**src/logic/wadj_pkg.sv**
```systemverilog
// segment constants and stream structs; NUM_SEG is valid for 2, 4 and 8 only, segments are 8 bytes
package wadj_pkg;

   // ------------------------------
   // segment geometry
   // ------------------------------
   localparam int SEG_BYTES = 8;
   localparam int SEG_W     = SEG_BYTES * 8;
   localparam int NUM_SEG   = 4;                    // egress segments per word
   localparam int SLOT_W    = $clog2(NUM_SEG);
   localparam int TID_W     = 3;

   // ------------------------------
   // stream payloads
   // ------------------------------

   // one narrow ingress beat
   typedef struct packed {
      logic [SEG_W-1:0]     data;
      logic [SEG_BYTES-1:0] keep;
      logic [TID_W-1:0]     tid;
      logic                 err;
      logic                 last;
   } igr_beat_t;

   // one packed egress word, slot 0 in the low segment
   typedef struct packed {
      logic [NUM_SEG-1:0][SEG_W-1:0]     data;
      logic [NUM_SEG-1:0][SEG_BYTES-1:0] keep;
      logic [TID_W-1:0]                  tid;     // from the beat in slot 0
      logic                              err;     // or of all beats in the word
      logic                              last;
   } egr_word_t;

   // egress packet flags
   typedef struct packed {
      logic sop;
      logic eop;
   } pkt_info_t;

endpackage

```
**src/logic/wadj_seg_packer.sv**
```systemverilog
// packer register; word and push follow the flushing pop by one cycle, unused slots are zero
module wadj_seg_packer
   import wadj_pkg::*;
(
   input  logic              clk,
   input  logic              rst,
   input  logic              pop_i,
   input  logic [SLOT_W-1:0] slot_i,
   input  logic              flush_i,
   input  igr_beat_t         beat_i,
   output logic              push_o,
   output egr_word_t         word_o
);

   egr_word_t work_q;    // word under construction
   egr_word_t merged;    // work_q with the head beat written in
   egr_word_t word_q;
   logic      push_q;

   // ------------------------------
   // merge head beat into its slot
   // ------------------------------
   always_comb begin
      merged              = work_q;
      merged.data[slot_i] = beat_i.data;
      merged.keep[slot_i] = beat_i.keep;
      merged.err          = work_q.err | beat_i.err;
      merged.last         = beat_i.last;
      if (slot_i == '0) begin
         merged.tid = beat_i.tid;   // first beat names the word
      end
   end

   // working register starts out zero so unwritten slots stay clean
   always_ff @(posedge clk) begin
      if (rst) begin
         work_q <= '0;
         push_q <= 1'b0;
      end else begin
         push_q <= pop_i & flush_i;
         if (pop_i) begin
            if (flush_i) begin
               work_q <= '0;
            end else begin
               work_q <= merged;
            end
         end
      end
   end

   always_ff @(posedge clk) begin
      if (pop_i && flush_i) begin
         word_q <= merged;   // finished word
      end
   end

   assign push_o = push_q;
   assign word_o = word_q;

endmodule

```
**config.mk**
```make
export PLATFORM = sky130hd
export DESIGN_NAME = wadj_seg_packer
export DESIGN_NICKNAME = d
export VERILOG_FILES = /design/src/logic/wadj_pkg.sv /design/src/logic/wadj_seg_packer.sv
export SDC_FILE = /design/constraint.sdc
export NUM_CORES = 1
export LEC_CHECK = 0
export ABC_CLOCK_PERIOD_IN_PS = 15740
export BUFFER_PORTS_ARGS = -buffer_cell sky130_fd_sc_hd__buf_2
export CAP_MARGIN = 20
export CORE_ASPECT_RATIO = 1.25
export CORE_MARGIN = 2
export CORE_UTILIZATION = 45
export DETAILED_ROUTE_END_ITERATION = 12
export HOLD_SLACK_MARGIN = 0.03
export PLACE_DENSITY = 0.73
export SLEW_MARGIN = 20
export SYNTH_ARGS = -nofsm -noshare
export SYNTH_HDL_FRONTEND = slang
export SYNTH_SLANG_ARGS = --single-unit
```
**constraint.sdc**
```tcl
create_clock -name clk -period 15.74 [get_ports clk]
set_input_delay 1.574 -clock clk [delete_from_list [all_inputs] [get_ports clk]]
set_output_delay 1.574 -clock clk [all_outputs]
set_load 0.005 [all_outputs]
```
=== Yosys cells after proc, flatten, opt, wreduce, memory -nomap -nowiden ===
Index checks and enable logic that the tools add are counted.

* Bits in registers: 586
* Input bits: 83
* Output and inout bits: 294
* Logic and storage cells: 37

* $lt $le $gt $ge: 2
* Mux-type cells: 8
* Bitwise gates (word level): 2
* Reductions and logical operators: 3

{| class="wikitable"
|+ Operators with widths
! operator !! number
|-
| $mux W293 || 1
|-
| $bwmux W256 || 1
|-
| $demux W64 S2 || 1
|-
| $mux W64 || 1
|-
| $bwmux W32 || 1
|-
| $demux W8 S2 || 1
|-
| $mux W8 || 1
|-
| $lt A2 B3 Y1 const B || 1
|-
| $mux W3 || 1
|-
| $ge A2 B1 Y1 const B || 1
|-
| $logic_and A1 B1 Y1 || 2
|-
| $logic_not A2 Y1 || 1
|-
| $and A1 B1 Y1 || 1
|-
| $or A1 B1 Y1 || 1
|}

=== Logic depth before layout (Yosys ltp) ===
* Word-level depth: 6
* Mapped depth: 6
* Depth with buffers taken out: 3

=== Least setup slack after synthesis ===
No wires, ideal clock.

* Path type: input-to-reg
* Start: in pop_i
* End: reg word_q, in the netlist word_o[0] (enable)
* Setup time: 0.692 ns
* Arrival time: 8.391 ns
* Data required time: 15.048 ns
* Slack: 6.657 ns
* Cell stages on the path: 2
* Path buffers: 1
* Cells stage by stage: buf_4 and2_1

* Longest elaborated chain between the ends: 1

{| class="wikitable"
|+ RTL lines
! element !! line !! RTL
|-
| start, declared || wadj_seg_packer.sv:7 || <nowiki>input logic pop_i,</nowiki>
|-
| $logic_and A1 B1 Y1 || wadj_seg_packer.sv:52 || <nowiki>if (pop_i && flush_i) begin</nowiki>
|-
| end signal, assigned || wadj_seg_packer.sv:53 || <nowiki>word_q <= merged;</nowiki>
|-
| end, declared || wadj_seg_packer.sv:17 || <nowiki>egr_word_t word_q;</nowiki>
|}

Every way passes these cells.
A chain may end at the register's enable or synchronous reset.

=== Final worst setup path ===
* Start: in pop_i
* End: reg word_q, in the netlist word_o[279] (enable)

Same word-level chain as after synthesis.

==> results.py <==
metrics = {
    "die": {
        "rows": 90,
        "start_util_pct": 45.32,
        "core_sq_um": 48080,
        "io_pins": 377,
        "dieWidth_um": 200.8,
        "dieArea_sq_um": 50210,
        "die_y_um": 250.0,
    },
    "critical_path": {
        "critPathMaxFanout": 70,
        "critPathSlowestCell": "and2_4",
        "crit_cells": 5,
        "worstSetupPathType": "input port to register",
        "startpoint_type": "input port",
        "arrival_ns": 4.45,
        "cp_slowest_stage_delay_ns": 0.84,
        "cp.required_ns": 16.01,
        "worst-path-buf-inv": 4,
        "worst_path_most_repeated_cell": "buf_4",
        "end_kind": "register",
        "crit_family": "buffers and inverters",
        "crit_chain": "buf_2 > and2_4 > buf_4 > buf_4 > buf_16",
        "reg2reg_depth": 1,
    },
    "power": {
        "p_leak_nw": 10.40,
        "powerDensity_nw_per_um2": 126.4,
        "irDropWorstVdd_uv": 99.81,
    },
    "yosys": {
        "syn_avg_cell_area_sq_um": 15.98,
        "seq_area_frac_synth_pct": 67.29,
        "netlist_top_cells_area": "edfxtp_1 40%, dfxtp_1 27%, mux2_2 15%",
        "synth.cells.most_frequent": "293 x dfxtp_1, 293 x edfxtp_1, 291 x a22o_1, 291 x mux2_2, 75 x nor2b_1",
        "yosysTopAreaCellShare_pct": 40.37,
        "yosys_warnings": 0,
        "syn-cell-area_sq_um": 21790,
        "synth_ff_type": "edfxtp_1",
        "yosys.cell_types.count": 26,
        "yosysTopAreaCell": "edfxtp_1",
        "synth_edf_count": 293,
        "synth-async-reset-ratio_pct": 0,
        "syn_nets": 1447,
        "ys_ff_latch": 586,
        "netlist_instances": 1364,
    },
    "clocking": {
        "hold_buffers": 0,
        "clockBufferDepth": 3,
        "cts_sinks": 586,
        "cts_root_buffer": "clkbuf_16",
        "clk_latency_ns": 0.60,
        "cts_buffers": 54,
        "tritoncts": "yes",
        "htree_levels": 2,
        "post_cts_resized": 0,
        "cts.clk_slew.worst_paths_ns": 0.06,
        "post_cts_buffers": 0,
    },
    "place": {
        "port_buffers": 376,
        "hpwlAfterDp_mm": 33.34,
        "gp_congestion": 0.7901,
    },
    "drt": {
        "vias_per_cell": 5.646,
        "drt_iter0_drc": 862,
        "wl_per_cell_um": 24.26,
        "antenna_left": 0,
        "vias": 13591,
        "first_pass_iters": 5,
        "wl_mm": 58.40,
        "drc": 0,
    },
    "layout": {
        "drive_gt1_share_pct": 44.88,
        "area_delta_synth_final_pct": 19.00,
        "nets": 1795,
    },
    "timing": {
        "period_share_pct": 26.58,
        "post-route-min-period_ns": 4.183,
        "rsz0062_at_grt": "false",
        "max_slew_margin_pct": 28.52,
        "finalClockSkew_ns": 0.01472,
        "fin_hold_ws_ns": 0.4750,
        "finalSetupTns_ns": 0,
        "hold_viol": 0,
        "finalSetupViolations": 0,
        "worst_slew_pin_slew_ns": 1.070,
        "maxSlewViolCount": 0,
        "fmax_mhz": 239.1,
    },
    "grt": {
        "grt_util_all_layers_pct": 22.60,
        "grt-ovfl-total": 0,
        "grt_start_max_net_pins": 83,
        "grt_first_pass_wirelength_mm": 87.00,
        "grt_antenna_before_repair": 10,
        "grt_pass1_vias": 14054,
    },
    "worst_hold_path": {
        "worstHoldPathCells": 1,
        "hp-class": "register to register",
    },
    "run": {
        "drv_cap": 0,
    },
    "run_status": {
        "outcome": "completed",
    },
}
## cells in the final DEF, fill, tap and decap left out, types with 11 or more instances in the layout
| master | instances |
|---|---|
| buf_2 | 375 |
| dfxtp_1 | 293 |
| edfxtp_1 | 293 |
| mux2_2 | 291 |
| a22o_1 | 291 |
| nor2b_1 | 74 |
| clkbuf_16 | 55 |
| buf_4 | 20 |
| clkbuf_1 | 11 |
| clkinv_2 | 11 |
## cells by family after synthesis
family                 after synthesis  synth area share, %
DFF                                586                67.29
AOI/OAI and AO/OA                  297                12.03
muxes                              291                15.04
buffers and inverters              104                3.083
and+or+nand+nor                     86                2.555
## final cells by class
cell class / instances / area [sq um]
Tap cell: 644 / 805.8
Clock buffer: 71 / 1486
Antenna cell: 5 / 12.51
Timing Repair Buffer: 396 / 2054
Fill cell: 3949 / 22150
Multi-Input combinational cell: 674 / 6523
Sequential cell: 586 / 14660
Clock inverter: 31 / 387.9
## metrics by stage
stage | std cells | util, % | power (mW) | worst slack, ns | cell area [sq um]
after detailed placement | 2299 | 49.95 | 1.937 | 10.74 | 24020
after CTS | 2401 | 53.85 | 3.300 | 11.38 | 25890
after floorplan | 1364 | - | 1.847 | 6.657 | 21790
final | 2407 | 53.93 | 3.279 | 11.56 | 25930
after global placement | 2299 | 49.95 | 1.934 | 10.86 | 24020
after global routing | 2407 | 53.93 | 3.380 | 11.37 | 25930
## routing by layer
metal | global-route usage (%) | vias up | wire length, um
met5 | 0 | - | 52
met4 | 9.206 | 8 | 2101
met3 | 4.322 | 133 | 3364
met2 | 38.94 | 491 | 29080
met1 | 27.92 | 6960 | 23800
li1 | - | 5999 | -
## worst paths after layout
| kind | from | endpoint | slack, ns |
|---|---|---|---|
| worst max-delay path | pop_i | word_o[279] | 11.56 |
| worst max register to register | work_q[1] | word_o[1] | 14.88 |
| worst min register to register | work_q[15] | work_q[15] | 0.48 |
| worst min-delay path | work_q[15] | work_q[15] | 0.48 |
## registers in the layout, indices dropped and copies added (netlist names)
signal,count
work_q,292
word_o,293
push_o,1
## power breakdown
part           total, mW  internal (mW)  switching [mW]
logic              0.226         0.0898           0.137
registers           1.68           1.66          0.0213
clock network       1.37          0.800           0.573
Note: power is estimated with default switching activity, not from simulation.
