`config.mk`:
```
export PLATFORM = sky130hd
export DESIGN_NAME = wadj_fifo
export DESIGN_NICKNAME = d
export VERILOG_FILES = /design/src/logic/wadj_fifo.sv
export SDC_FILE = /design/constraint.sdc
export NUM_CORES = 1
export LEC_CHECK = 0
export BUFFER_PORTS_ARGS = -buffer_cell sky130_fd_sc_hd__buf_2
export CORE_UTILIZATION = 63
export CTS_BUF_LIST = sky130_fd_sc_hd__clkbuf_8
export CTS_CLUSTER_DIAMETER = 30
export DETAILED_ROUTE_END_ITERATION = 6
export PLACE_DENSITY = 0.87
export SYNTH_ARGS = -nofsm -noshare
export SYNTH_HDL_FRONTEND = slang
export SYNTH_SLANG_ARGS = --single-unit
```
`constraint.sdc`:
```
create_clock -name clk -period 2.47 [get_ports clk]
set_input_delay 0.247 -clock clk [delete_from_list [all_inputs] [get_ports clk]]
set_output_delay 0.247 -clock clk [all_outputs]
set_load 0.01 [all_outputs]
```
`src/logic/wadj_fifo.sv`:
```
// show-ahead sync FIFO, head valid whenever empty_o is low; caller must not push when full
module wadj_fifo #(
   parameter int WIDTH = 8,
   parameter int DEPTH = 16,
   localparam int PTR_W = $clog2(DEPTH),
   localparam int CNT_W = $clog2(DEPTH + 1)
) (
   input  logic             clk,
   input  logic             rst,
   input  logic             push_i,
   input  logic [WIDTH-1:0] din_i,
   input  logic             pop_i,
   output logic [WIDTH-1:0] dout_o,
   output logic             empty_o,
   output logic [CNT_W-1:0] count_o
);

   logic [WIDTH-1:0] mem [DEPTH];
   logic [PTR_W-1:0] wr_ptr_q;
   logic [PTR_W-1:0] rd_ptr_q;
   logic [CNT_W-1:0] count_q;

   // wrap explicitly so DEPTH need not be a power of two
   function automatic logic [PTR_W-1:0] ptr_inc(input logic [PTR_W-1:0] ptr);
      if (ptr == PTR_W'(DEPTH - 1)) begin
         return '0;
      end
      return ptr + 1'b1;
   endfunction

   // ------------------------------
   // storage
   // ------------------------------
   always_ff @(posedge clk) begin
      if (push_i) begin
         mem[wr_ptr_q] <= din_i;
      end
   end

   // ------------------------------
   // pointers and fill count
   // ------------------------------
   always_ff @(posedge clk) begin
      if (rst) begin
         wr_ptr_q <= '0;
         rd_ptr_q <= '0;
         count_q  <= '0;
      end else begin
         if (push_i) begin
            wr_ptr_q <= ptr_inc(wr_ptr_q);
         end
         if (pop_i) begin
            rd_ptr_q <= ptr_inc(rd_ptr_q);
         end
         case ({push_i, pop_i})
            2'b10:   count_q <= count_q + 1'b1;
            2'b01:   count_q <= count_q - 1'b1;
            default: count_q <= count_q;     // both or neither
         endcase
      end
   end

   assign dout_o  = mem[rd_ptr_q];   // head always presented
   assign empty_o = (count_q == '0);
   assign count_o = count_q;

   // upstream watermark has to keep us from ever filling up
   a_no_overflow: assert property (@(posedge clk) disable iff (rst)
      push_i |-> count_q != CNT_W'(DEPTH));

   // consumer may only pop a presented head
   a_no_underflow: assert property (@(posedge clk) disable iff (rst)
      pop_i |-> !empty_o);

endmodule

```
== Word-level counts from Yosys, hierarchy flattened ==
Memory sizes are Yosys's and may differ from the RTL's. A register that Yosys moved wholly into a read port is not among the register bits.
Cells that the tools add are included.

* Divide/modulo/power cells: 0
* Add/subtract/negate cells: 4
* Shifts and indexed selects: 0
* Bitwise gates (word level): 0
* Multiply operators: 0
* $lt $le $gt $ge: 0
* Equal/unequal tests: 4
* Mux-type cells: 15
* Reduce and logical (&&, ||, !) cells: 2

{| class="wikitable"
|+ Operator list
! kind !! count
|-
| $mux W4 || 6
|-
| $pmux W5 S2 || 1
|-
| $add A4 B1 Y4 const B || 2
|-
| $eq A4 B4 Y1 const B || 2
|-
| $mux W1 || 8
|-
| $add A5 B1 Y5 const B || 1
|-
| $logic_not A5 Y1 || 1
|-
| $sub A5 B1 Y5 const B || 1
|-
| $eq A2 B1 Y1 const B || 1
|-
| $eq A2 B2 Y1 const B || 1
|-
| $reduce_bool A2 Y1 || 1
|}

* Memories: 1
* Latch bits: 0
* Bits in read-only memories: 0
* Register bits after elaboration: 13
* Memory bits (writable): 128
* Output and inout bits: 14

{| class="wikitable"
|+ Memories
! memory !! depth !! width !! read ports !! clocked after Yosys merged registers in !! wr ports !! line !! source
|-
| mem || 16 || 8 || 1 || 1 || 1 || 18 || <nowiki>logic [WIDTH-1:0] mem [DEPTH];</nowiki>
|}

== Longest topological paths before layout ==
Gate-level depths: netlist of run 1.

* Depth in word-level cells: 7
* Gate-level depth with buffers: 9
* Gate-level depth less buffers: 8

== Worst setup path after synthesis of run 1 ==
No wires, ideal clock.

* Path type: input port to flip-flop
* Start: input push_i
* End: register count_q[4] (netlist: count_o[4])
* Data required time: 2.344 ns
* Buffers on the path: 1
* Data arrival time: 1.835 ns
* Stages on the path: 8
* Slack: 0.509 ns
* Cell sequence: inv_1 ha_1 buf_2 xor2_1 ha_1 or4b_2 nand4_1 o211ai_1

* Cells in the longest elaborated chain, start to end: 2

{| class="wikitable"
|+ Ends and longest elaborated chain
! element !! line !! source
|-
| start: declaration || 10 || <nowiki>input logic push_i,</nowiki>
|-
| $eq A2 B1 Y1 or $eq A2 B2 Y1 (tied branches) || 55 || <nowiki>case ({push_i, pop_i})</nowiki>
|-
| $pmux W5 S2 or $reduce_bool A2 Y1 (tied branches) || - ||
|-
| end signal: assignment || 56 || <nowiki>2'b10: count_q <= count_q + 1'b1;</nowiki>
|-
| end signal: assignment || 57 || <nowiki>2'b01: count_q <= count_q - 1'b1;</nowiki>
|-
| end signal: assignment || 58 || <nowiki>default: count_q <= count_q;</nowiki>
|-
| end: declaration || 21 || <nowiki>logic [CNT_W-1:0] count_q;</nowiki>
|}

Parallel ways exist; a longest one is shown, timed or not.
A chain may end at the register's enable or synchronous reset.

==> results.yml, run 1 <==
status:
  status: "finished clean"
detailed_routing:
  num_vias: 3028
  avgRoutedWirePerCell_um: 23.7
  first_pass_iters: 7
  via_per_inst: 6.42
  drt-initial-drc-count: 183
  drc: 0
  wirelength_mm: 11.2
  ant_nets: 0
clock_network:
  clockBufferDepth: 2
  htreeDepth: 4
  cts_buffers: 17
  cts_tree: "done"
  clkTransAtPathRegs_ps: 80
  cts.sinks: 145
  insertion_delay_ps: 440
  cts_hold_buf: 0
  root_buffer: "clkbuf_8"
run:
  drv_cap: 0
placement:
  placed_area_mm2: 0.00609
  dp_hpwl_mm: 6.79
  place_ws_ps: 399
  io_buffer_count: 25
  gp_congestion: 0.864
floorplan:
  dieWidth_um: 98.7
  rows: 34
  placeableCoreArea_mm2: 0.00889
  boundaryPins: 26
  die_area_mm2: 0.00974
  die_h_um: 98.7
  initial_utilization: 0.662
worst_setup_path:
  endpoint_kind: "output pin"
  crit_arrival_ps: 2120
  start_kind: "register"
  cp.required_ps: 2220
  crit_fanout: 16
  crit_type: "register to output pin"
pwr:
  seq_power_share: 0.539
  clockPowerShare: 0.387
  p_int_mw: 3.97
  irDropWorstVdd_mv: 0.439
  share_comb_of_total_power: 0.075
  leakage_nw: 2.21
  switchingPower_mw: 1.13
  power-per-cell-area_mw_per_mm2: 779
  switching_share: 0.222
sta:
  fmax_ghz: 0.423
  fin_crit_sh: 0.957
  worst_pin_slew_ps: 695
  fin_worst_skew_ps: 5.60
  timing.final.ws_setup_ps: 106
  finalSetupViolCount: 0
  finalMaxSlewViolations: 0
  period_minus_slack_ps: 2360
  final-hold-violation-count: 0
  relSlewSlack: 0.536
finish:
  multi_input_area_mm2: 0.00159
  n_fill_cell: 509
  area_delta_synth_final_pct: 11.2
  register_area_mm2: 0.00419
  n_antenna_cell: 0
  fin_nets: 373
  final_cell_area_mm2: 0.00655
  drive_above_1_share: 0.228
global_routing:
  grt_pass1_vias: 3117
  grt_start_max_net_pins: 33
  globalRouteOverflowTotal: 0
  antenna_found_initial: 0
  groute.usage.overall: 0.250
  grt_pass1_wl_mm: 17.0
worst_hold_path:
  hold_path.class: "primary input to register"
logic_synthesis:
  yosysWarningCount: 0
  synthCells: 317
  synth_edf_count: 128
  syn_avg_cell_area_um2: 18.6
  syn_area_mm2: 0.00589
  ys_seq_area_frac: 0.710
  syn_nets: 338
  ys_async_sr_fraction: 0
  synthFlopType: "edfxtp_1"
  yosysUniqueCellTypes: 42
  synth-seq-cells: 145
==> final cells by class <==
| cell class | instances | area share |
|---|---|---|
| clock inverter | 14 | 0.0289 |
| timing repair buffer | 31 | 0.0306 |
| inverter | 4 | 0.00229 |
| clock buffer | 17 | 0.0357 |
| multi-input combinational | 153 | 0.243 |
| sequential | 145 | 0.639 |
| tap | 108 | 0.0206 |
==> critical path: stages, from the launching register on <==
cell and delay (ps):
dfxtp_2 410, buf_12 200, mux4_1 620, a22oi_1 200
nand2_1 100, buf_2 150
==> flip-flops by register name (all words and copies together) (netlist names), named ones only <==
name      flops
mem         128
rd_ptr_q      4
count_o       5
wr_ptr_q      4
==> metal layers <==
metal  vias up  global-route usage  part of all wire
li1       1353                   -                 -
met1      1510               0.312              0.39
met2       149               0.426              0.52
met3        16              0.0667             0.074
met4         0              0.0896             0.013
met5         -                   0                 0
==> timing repair <==
item	CTS	global route
gates resized for setup	0	1
endpoints found under the setup margin	0	4
setup buffers	0	0
==> path summary, 6_finish.rpt <==
check                            startpoint     endpoint  slack [ps]  cells past startpoint
worst max-delay path               register    dout_o[6]         110                      5
worst min-delay path                 push_i  wr_ptr_q[1]         120                      3
worst max register to register  wr_ptr_q[3]   mem[10][1]         560                      2
worst min register to register  wr_ptr_q[3]  wr_ptr_q[3]         540                      2
==> placed cells by master (no fill, tap or decap), drive strengths merged, types with 4 or more instances in the layout <==
master / instances
dfxtp: 17
xor2: 5
inv: 6
clkinv: 5
buf: 30
nor2: 11
and2: 17
a21oi: 8
clkbuf: 18
edfxtp: 128
ha: 9
o21ai: 4
bufinv: 4
a22oi: 16
mux4: 32
nand2: 17
==> power by group through the flow <==
stage | combinational (mW) | sequential (mW) | clock, mW
after floorplan | 0.242 | 2.79 | 0
after CTS | 0.377 | 2.74 | 1.99
after global placement | 0.354 | 2.79 | 0
final | 0.381 | 2.75 | 1.97
after detailed placement | 0.372 | 2.80 | 0
after global routing | 0.414 | 2.75 | 2.09
==> per-stage QoR <==
stage	cells	TNS [ps]	util	total power [mW]	hold WS, ps
detailed placement	440	0	0.685	3.17	523
CTS	471	0	0.733	5.11	105
global placement	440	0	0.685	3.15	504
finish	472	0	0.736	5.10	117
floorplan	317	0	-	3.03	346
global route	472	-10.1	0.736	5.26	146
==> synth_stat cells (2+ instances only) <==
cell type,instances,area [µm²]
a21oi_1,8,40.0
a22oi_1,16,120
and2_1,17,106
buf_2,4,20.0
buf_6,3,33.8
clkbuf_1,3,11.3
clkdlybuf4s25_2,3,30.0
dfxtp_1,17,340
edfxtp_1,128,3840
ha_1,9,113
inv_1,4,15.0
mux2i_1,3,30.0
mux4_1,14,368
mux4_2,18,405
nand2_1,17,63.8
nand3_1,2,10.0
nand4b_1,3,26.3
nor2_1,11,41.3
nor2b_1,2,12.5
nor3_1,2,10.0
o211ai_1,2,15.0
o21ai_0,4,20.0
or3_1,3,18.8
or3b_2,2,17.5
xor2_1,5,43.8
==> logic make-up (layout without fill, tap and decap cells) <==
| logic type | after synthesis | in the layout | share of synthesized area |
|---|---|---|---|
| buffers and inverters | 19 | 66 | 0.0208 |
| adder cells (fa/ha/maj) | 9 | 9 | 0.0191 |
| XOR/XNOR | 5 | 5 | 0.00744 |
| multiplexers | 36 | 36 | 0.138 |
| AND/OR/NAND/NOR | 69 | 69 | 0.0650 |
| flip-flops | 145 | 145 | 0.710 |
| AO/OA/AOI/OAI | 34 | 34 | 0.0389 |
(Power assumes the default switching activity.)
==> run 2: changes to the inputs <==
--- a/config.mk
+++ b/config.mk
@@ -10,6 +10,7 @@
 export CTS_BUF_LIST = sky130_fd_sc_hd__clkbuf_8
 export CTS_CLUSTER_DIAMETER = 30
 export DETAILED_ROUTE_END_ITERATION = 6
+export MAX_ROUTING_LAYER = met4
 export PLACE_DENSITY = 0.87
 export SYNTH_ARGS = -nofsm -noshare
 export SYNTH_HDL_FRONTEND = slang
==> run 2 against run 1 <==
First-iteration DRC count is 6.6% higher. Power barely moved. Design area did not move. Via count decreased by 0.23%. Worst hold slack worse by 2.9 ps. Register-to-register slack improved by 20 ps. Maximum frequency fell by 0.60%. Sequential power hardly changed. Sequential share of layout area unchanged. Wire length increased by 0.34%. Non-clock buffer count did not move. Largest cell class unchanged.
==> results.yml, run 2 (synthesis results as in run 1) <==
status:
  status: "finished clean"
worst_hold_path:
  min-delay-start: "push_i"
  min_path_cells: 3
  hold_path.class: "primary input to register"
  worst_hold_path.endpoint: "wr_ptr_q[1]"
sta:
  period_minus_slack_ps: 2380
  whs_ps: 114
  fmax_ghz: 0.421
  finalMaxSlewViolations: 0
  finalSetupViolCount: 0
  relSlewSlack: 0.557
  fin_crit_sh: 0.963
  fin_worst_skew_ps: 5.94
  final-hold-violation-count: 0
  worst_pin_slew_ps: 663
clock_network:
  htreeDepth: 4
  cts_hold_buf: 0
  ctsResizeCount: 0
  cts_tree: "done"
  cts.sinks: 145
  clockBufferDepth: 2
  postCtsSetupBuffers: 0
  clkTransAtPathRegs_ps: 80
  cts_buffers: 17
  insertion_delay_ps: 440
  root_buffer: "clkbuf_8"
floorplan:
  rows: 34
  placeableCoreArea_mm2: 0.00889
  initial_utilization: 0.662
  die_area_mm2: 0.00974
  boundaryPins: 26
  die_h_um: 98.7
  dieWidth_um: 98.7
worst_setup_path:
  start_kind: "register"
  r2r_end: "mem[11][4]"
  worst_r2r_startpoint: "wr_ptr_q[3]"
  crit_type: "register to output pin"
  r2r.worst_path.cells: 2
  cp.required_ps: 2220
  crit_fanout: 16
  crit_arrival_ps: 2130
  endpoint_kind: "output pin"
  rrSetupSlack_ps: 580
pwr:
  switchingPower_mw: 1.14
  share_comb_of_total_power: 0.075
  power_mw: 5.11
  leakage_nw: 2.21
  clockPowerShare: 0.387
  irDropWorstVdd_mv: 0.441
  switching_share: 0.223
  seq_power_share: 0.538
  p_int_mw: 3.97
  power-per-cell-area_mw_per_mm2: 780
finish:
  n_antenna_cell: 0
  drive_above_1_share: 0.228
  area_delta_synth_final_pct: 11.2
  layout_commonest_cell: "edfxtp_1"
  fin_nets: 373
  layout_common_cells: "edfxtp_1, buf_2, mux4_2"
  top_register: "mem"
  final_cell_area_mm2: 0.00655
  largest_reg_flops: 128
global_routing:
  antenna_found_initial: 0
  grt_pass1_wl_mm: 17.0
  grt_start_max_net_pins: 33
  groute.usage.overall: 0.259
  globalRouteOverflowTotal: 0
  grt_pass1_vias: 3116
placement:
  io_buffer_count: 25
  dp_hpwl_mm: 6.79
  gp_congestion: 0.878
  placed_area_mm2: 0.00609
detailed_routing:
  num_vias: 3021
  ant_nets: 0
  wirelength_mm: 11.2
  first_pass_iters: 5
  drt-initial-drc-count: 195
  via_per_inst: 6.40
  drc: 0
  avgRoutedWirePerCell_um: 23.8
run:
  drv_cap: 0
-- run 2: per-layer routing --
layer  share of wire  global-route usage  up-vias
li1                -                   -     1356
met1            0.41               0.313     1531
met2            0.52               0.427      120
met3           0.059              0.0688       14
met4          0.0098              0.0896        0
met5               0                   -        -
-- run 2: power by group through the flow --
| stage | combinational (mW) | sequential (mW) | clock (mW) |
|---|---|---|---|
| CTS | 0.377 | 2.74 | 1.99 |
| detailed placement | 0.372 | 2.80 | 0 |
| floorplan | 0.242 | 2.79 | 0 |
| finish | 0.383 | 2.75 | 1.98 |
| global route | 0.415 | 2.75 | 2.09 |
| global placement | 0.354 | 2.79 | 0 |
-- run 2: metrics by stage --
stage	TNS (ps)	std cells	utilization	worst slack [ps]
floorplan	0	317	-	509
global placement	0	440	0.685	477
detailed placement	0	440	0.685	399
CTS	0	471	0.733	38.3
global route	-13.1	472	0.736	-12.7
finish	0	472	0.736	92.1
-- run 2: worst max-delay path, cell delays in order (launching register included) --
cell     delay (ps)
dfxtp_2         410
buf_12          200
mux4_2          520
a22oi_1         300
nand2_1         110
buf_2           150
-- run 2: how the worst max path moves through the flow --
stage	endpoint	slack (ps)	cells after the start
final	dout_o[7]	90	5
after global routing	dout_o[3]	-10	5
after CTS	dout_o[1]	40	5
after detailed placement	count_o[4]	400	8
after global placement	count_o[4]	480	8
after floorplan	count_o[4]	510	8
-- run 2: area by class of cell --
cell class	instances	area, µm²
flip-flops and latches	145	4190
fillers	509	2340
multi-input cells	153	1590
clock buffers	17	234
repair buffers	31	200
clock inverters	14	189
well taps	108	135
inverters	4	15.0
==> run 3: changes to the inputs <==
--- a/config.mk
+++ b/config.mk
@@ -5,13 +5,15 @@
 export SDC_FILE = /design/constraint.sdc
 export NUM_CORES = 1
 export LEC_CHECK = 0
+export ABC_AREA = 1
 export BUFFER_PORTS_ARGS = -buffer_cell sky130_fd_sc_hd__buf_2
-export CORE_UTILIZATION = 63
+export CORE_MARGIN = 3
+export CORE_UTILIZATION = 64
 export CTS_BUF_LIST = sky130_fd_sc_hd__clkbuf_8
 export CTS_CLUSTER_DIAMETER = 30
 export DETAILED_ROUTE_END_ITERATION = 6
 export MAX_ROUTING_LAYER = met4
-export PLACE_DENSITY = 0.87
+export PLACE_DENSITY = 0.88
 export SYNTH_ARGS = -nofsm -noshare
 export SYNTH_HDL_FRONTEND = slang
 export SYNTH_SLANG_ARGS = --single-unit
==> run 3 against run 2 <==
Wire length increased by 14%. Count of clock-buffer cells in the layout is 1 higher. Cell count increased by 50%. Sequential share of layout area fell by 2.7 points. Clock power up 4%. Combinational power is 21% higher. Die area is 11% higher. Power is 3.0% higher. Area after synthesis up 4.7%. Critical path type unchanged. Largest power group unchanged.
==> results.yml, run 3 <==
status:
  status: "finished clean"
logic_synthesis:
  synth_edf_count: 128
  syn_avg_cell_area_um2: 11.5
  synth_xor_area_frac: 0.00426
  yosysMostFrequentCell: "edfxtp_1"
  ys_seq_area_frac: 0.679
  synth_compound_area_frac: 0.114
  syn_nets: 559
  yosysWarningCount: 0
  synthAdderAreaFrac: 0.0183
  yosysTopAreaCell: "edfxtp_1"
  synthFlopType: "edfxtp_1"
  synth-seq-cells: 145
  ys_top_cells_by_area: "edfxtp_1, dfxtp_1, inv_1, nand3_1, nand2_1"
  synthCells: 538
  ys_async_sr_fraction: 0
  yosys.area_share.simple: 0.107
  syn_area_mm2: 0.00616
  muxShareOfSynthArea: 0
  synthTopCellsByCount: "edfxtp_1, inv_1, nand2_1, nand3_1, a21oi_1"
  yosysUniqueCellTypes: 23
  synth_top_family_by_area: "compound AO/OA/AOI/OAI gates"
  synth_top_cell_area_share: 0.624
pwr:
  switchingPower_mw: 1.26
  clockPowerShare: 0.392
  power-per-cell-area_mw_per_mm2: 769
  leakage_nw: 2.59
  p_int_mw: 4.00
  irDropWorstVdd_mv: 0.553
  share_comb_of_total_power: 0.088
  seq_power_share: 0.520
  switching_share: 0.239
finish:
  largest_reg_flops: 128
  drive_above_1_share: 0.132
  area_delta_synth_final_pct: 10.9
  layout_common_cells: "edfxtp_1, inv_1, nand2_1, nand3_1, a21oi_1"
  top_register: "mem"
  post-route-util: 0.737
  layout_commonest_cell: "edfxtp_1"
  n_antenna_cell: 0
  fin_nets: 585
detailed_routing:
  wirelength_mm: 12.8
  first_pass_iters: 6
  num_vias: 4049
  avgRoutedWirePerCell_um: 18.1
  via_per_inst: 5.74
  drc: 0
  drt-initial-drc-count: 408
  ant_nets: 0
  wl_met3_mm: 1.17
  wl_met2_mm: 6.19
  met1Wirelength_mm: 5.00
  top_layer: "met4"
clock_network:
  root_buffer: "clkbuf_8"
  cts.sinks: 145
  cts_hold_buf: 0
  postCtsSetupBuffers: 0
  cts_tree: "done"
  cts_buffers: 17
  insertion_delay_ps: 440
  ctsResizeCount: 0
  clkTransAtPathRegs_ps: 80
  htreeDepth: 4
  clockBufferDepth: 2
worst_setup_path:
  r2r.worst_path.cells: 4
  crit_type: "register to output pin"
  start_kind: "register"
  r2r_end: "mem[14][7]"
  endpoint_kind: "output pin"
  rrSetupSlack_ps: 610
  crit_fanout: 53
  crit_arrival_ps: 1960
  worst_r2r_startpoint: "wr_ptr_q[0]"
  cp.required_ps: 2220
sta:
  fin_crit_sh: 0.892
  worst_pin_slew_ps: 806
  fin_worst_skew_ps: 9.59
  rsz0062_at_grt: "false"
  relSlewSlack: 0.461
  finalMaxSlewViolations: 0
  final-hold-violation-count: 0
  fmax_ghz: 0.454
  tns_ps: 0
  period_minus_slack_ps: 2200
  finalSetupViolCount: 0
floorplan:
  placeableCoreArea_mm2: 0.00928
  boundaryPins: 26
  rows: 35
  die_area_mm2: 0.0108
  initial_utilization: 0.664
  die_h_um: 104
  dieWidth_um: 104
worst_hold_path:
  min-delay-start: "rst"
  worst_hold_path.endpoint: "wr_ptr_q[2]"
  hold_path.class: "primary input to register"
  min_path_cells: 2
placement:
  dp_hpwl_mm: 7.69
  io_buffer_count: 25
  gp_congestion: 0.914
global_routing:
  grt_pass1_wl_mm: 20.9
  grt_start_max_net_pins: 76
  groute.usage.overall: 0.259
  grt_pass1_vias: 4085
  globalRouteOverflowTotal: 0
  antenna_found_initial: 0
run:
  drv_cap: 0
run 3: changes by cell type after synthesis, moves of 18 or more:
| cell | before | now |
|---|---|---|
| o21ai_0 | 4 | 36 |
| nand3_1 | 2 | 58 |
| inv_1 | 4 | 88 |
| o211ai_1 | 2 | 22 |
| a21oi_1 | 8 | 42 |
| nand2_1 | 17 | 69 |
| mux4_2 | 18 | 0 |
run 3: logic make-up after synthesis:
kind of cell | after synthesis
compound gates | 114
xor+xnor | 3
fa+ha+maj | 9
buf+inv | 113
flops | 145
simple gates | 154
run 3: routing by layer:
| metal | vias to the layer above | GRT usage |
|---|---|---|
| li1 | 1912 | - |
| met1 | 1880 | 0.321 |
| met2 | 219 | 0.409 |
| met3 | 38 | 0.0714 |
| met4 | 0 | 0.102 |
| met5 | - | - |
run 3: worst max-delay path, stage by stage (launching register included):
cell	delay [ps]
dfxtp_4	370
buf_4	420
a21oi_1	140
o21ai_0	130
nand3_1	140
nand3_1	110
nand2_1	60
buf_2	140
run 3: metrics by stage:
step / cell area (µm²) / worst slack (ps) / hold slack (ps) / total power, mW / instances
after global placement: 6390 / 738 / 483 / 3.22 / 674
after CTS: 6840 / 278 / 77.2 / 5.27 / 706
after detailed placement: 6390 / 630 / 496 / 3.24 / 674
after global routing: 6840 / 122 / 75.0 / 5.44 / 706
final: 6840 / 267 / 92.4 / 5.26 / 706
after floorplan: 6160 / 985 / 316 / 3.09 / 538
run 3: power by group through the flow:
stage / sequential, mW / combinational [mW] / clock, mW
6_report: 2.73 / 0.465 / 2.06
5_1_grt: 2.74 / 0.518 / 2.18
4_1_cts: 2.73 / 0.460 / 2.07
3_5_place_dp: 2.79 / 0.453 / 0
3_3_place_gp: 2.79 / 0.432 / 0
2_1_floorplan: 2.79 / 0.301 / 0
run 3: layout make-up:
| cell class | instances | area, µm² |
|---|---|---|
| Clock buffer | 18 | 248 |
| Fill cell | 564 | 2450 |
| Clock inverter | 14 | 204 |
| Inverter | 88 | 330 |
| Tap cell | 129 | 161 |
| Timing Repair Buffer | 32 | 203 |
| Multi-Input combinational cell | 280 | 1500 |
| Sequential cell | 145 | 4190 |
run 3: how the worst max path moves through the flow:
| stage | startpoint | endpoint | slack [ps] |
|---|---|---|---|
| finish | register | dout_o[1] | 270 |
| global route | register | dout_o[2] | 120 |
| CTS | register | dout_o[1] | 280 |
| detailed placement | push_i | count_o[4] | 630 |
| global placement | push_i | count_o[4] | 740 |
| floorplan | push_i | count_o[2] | 990 |
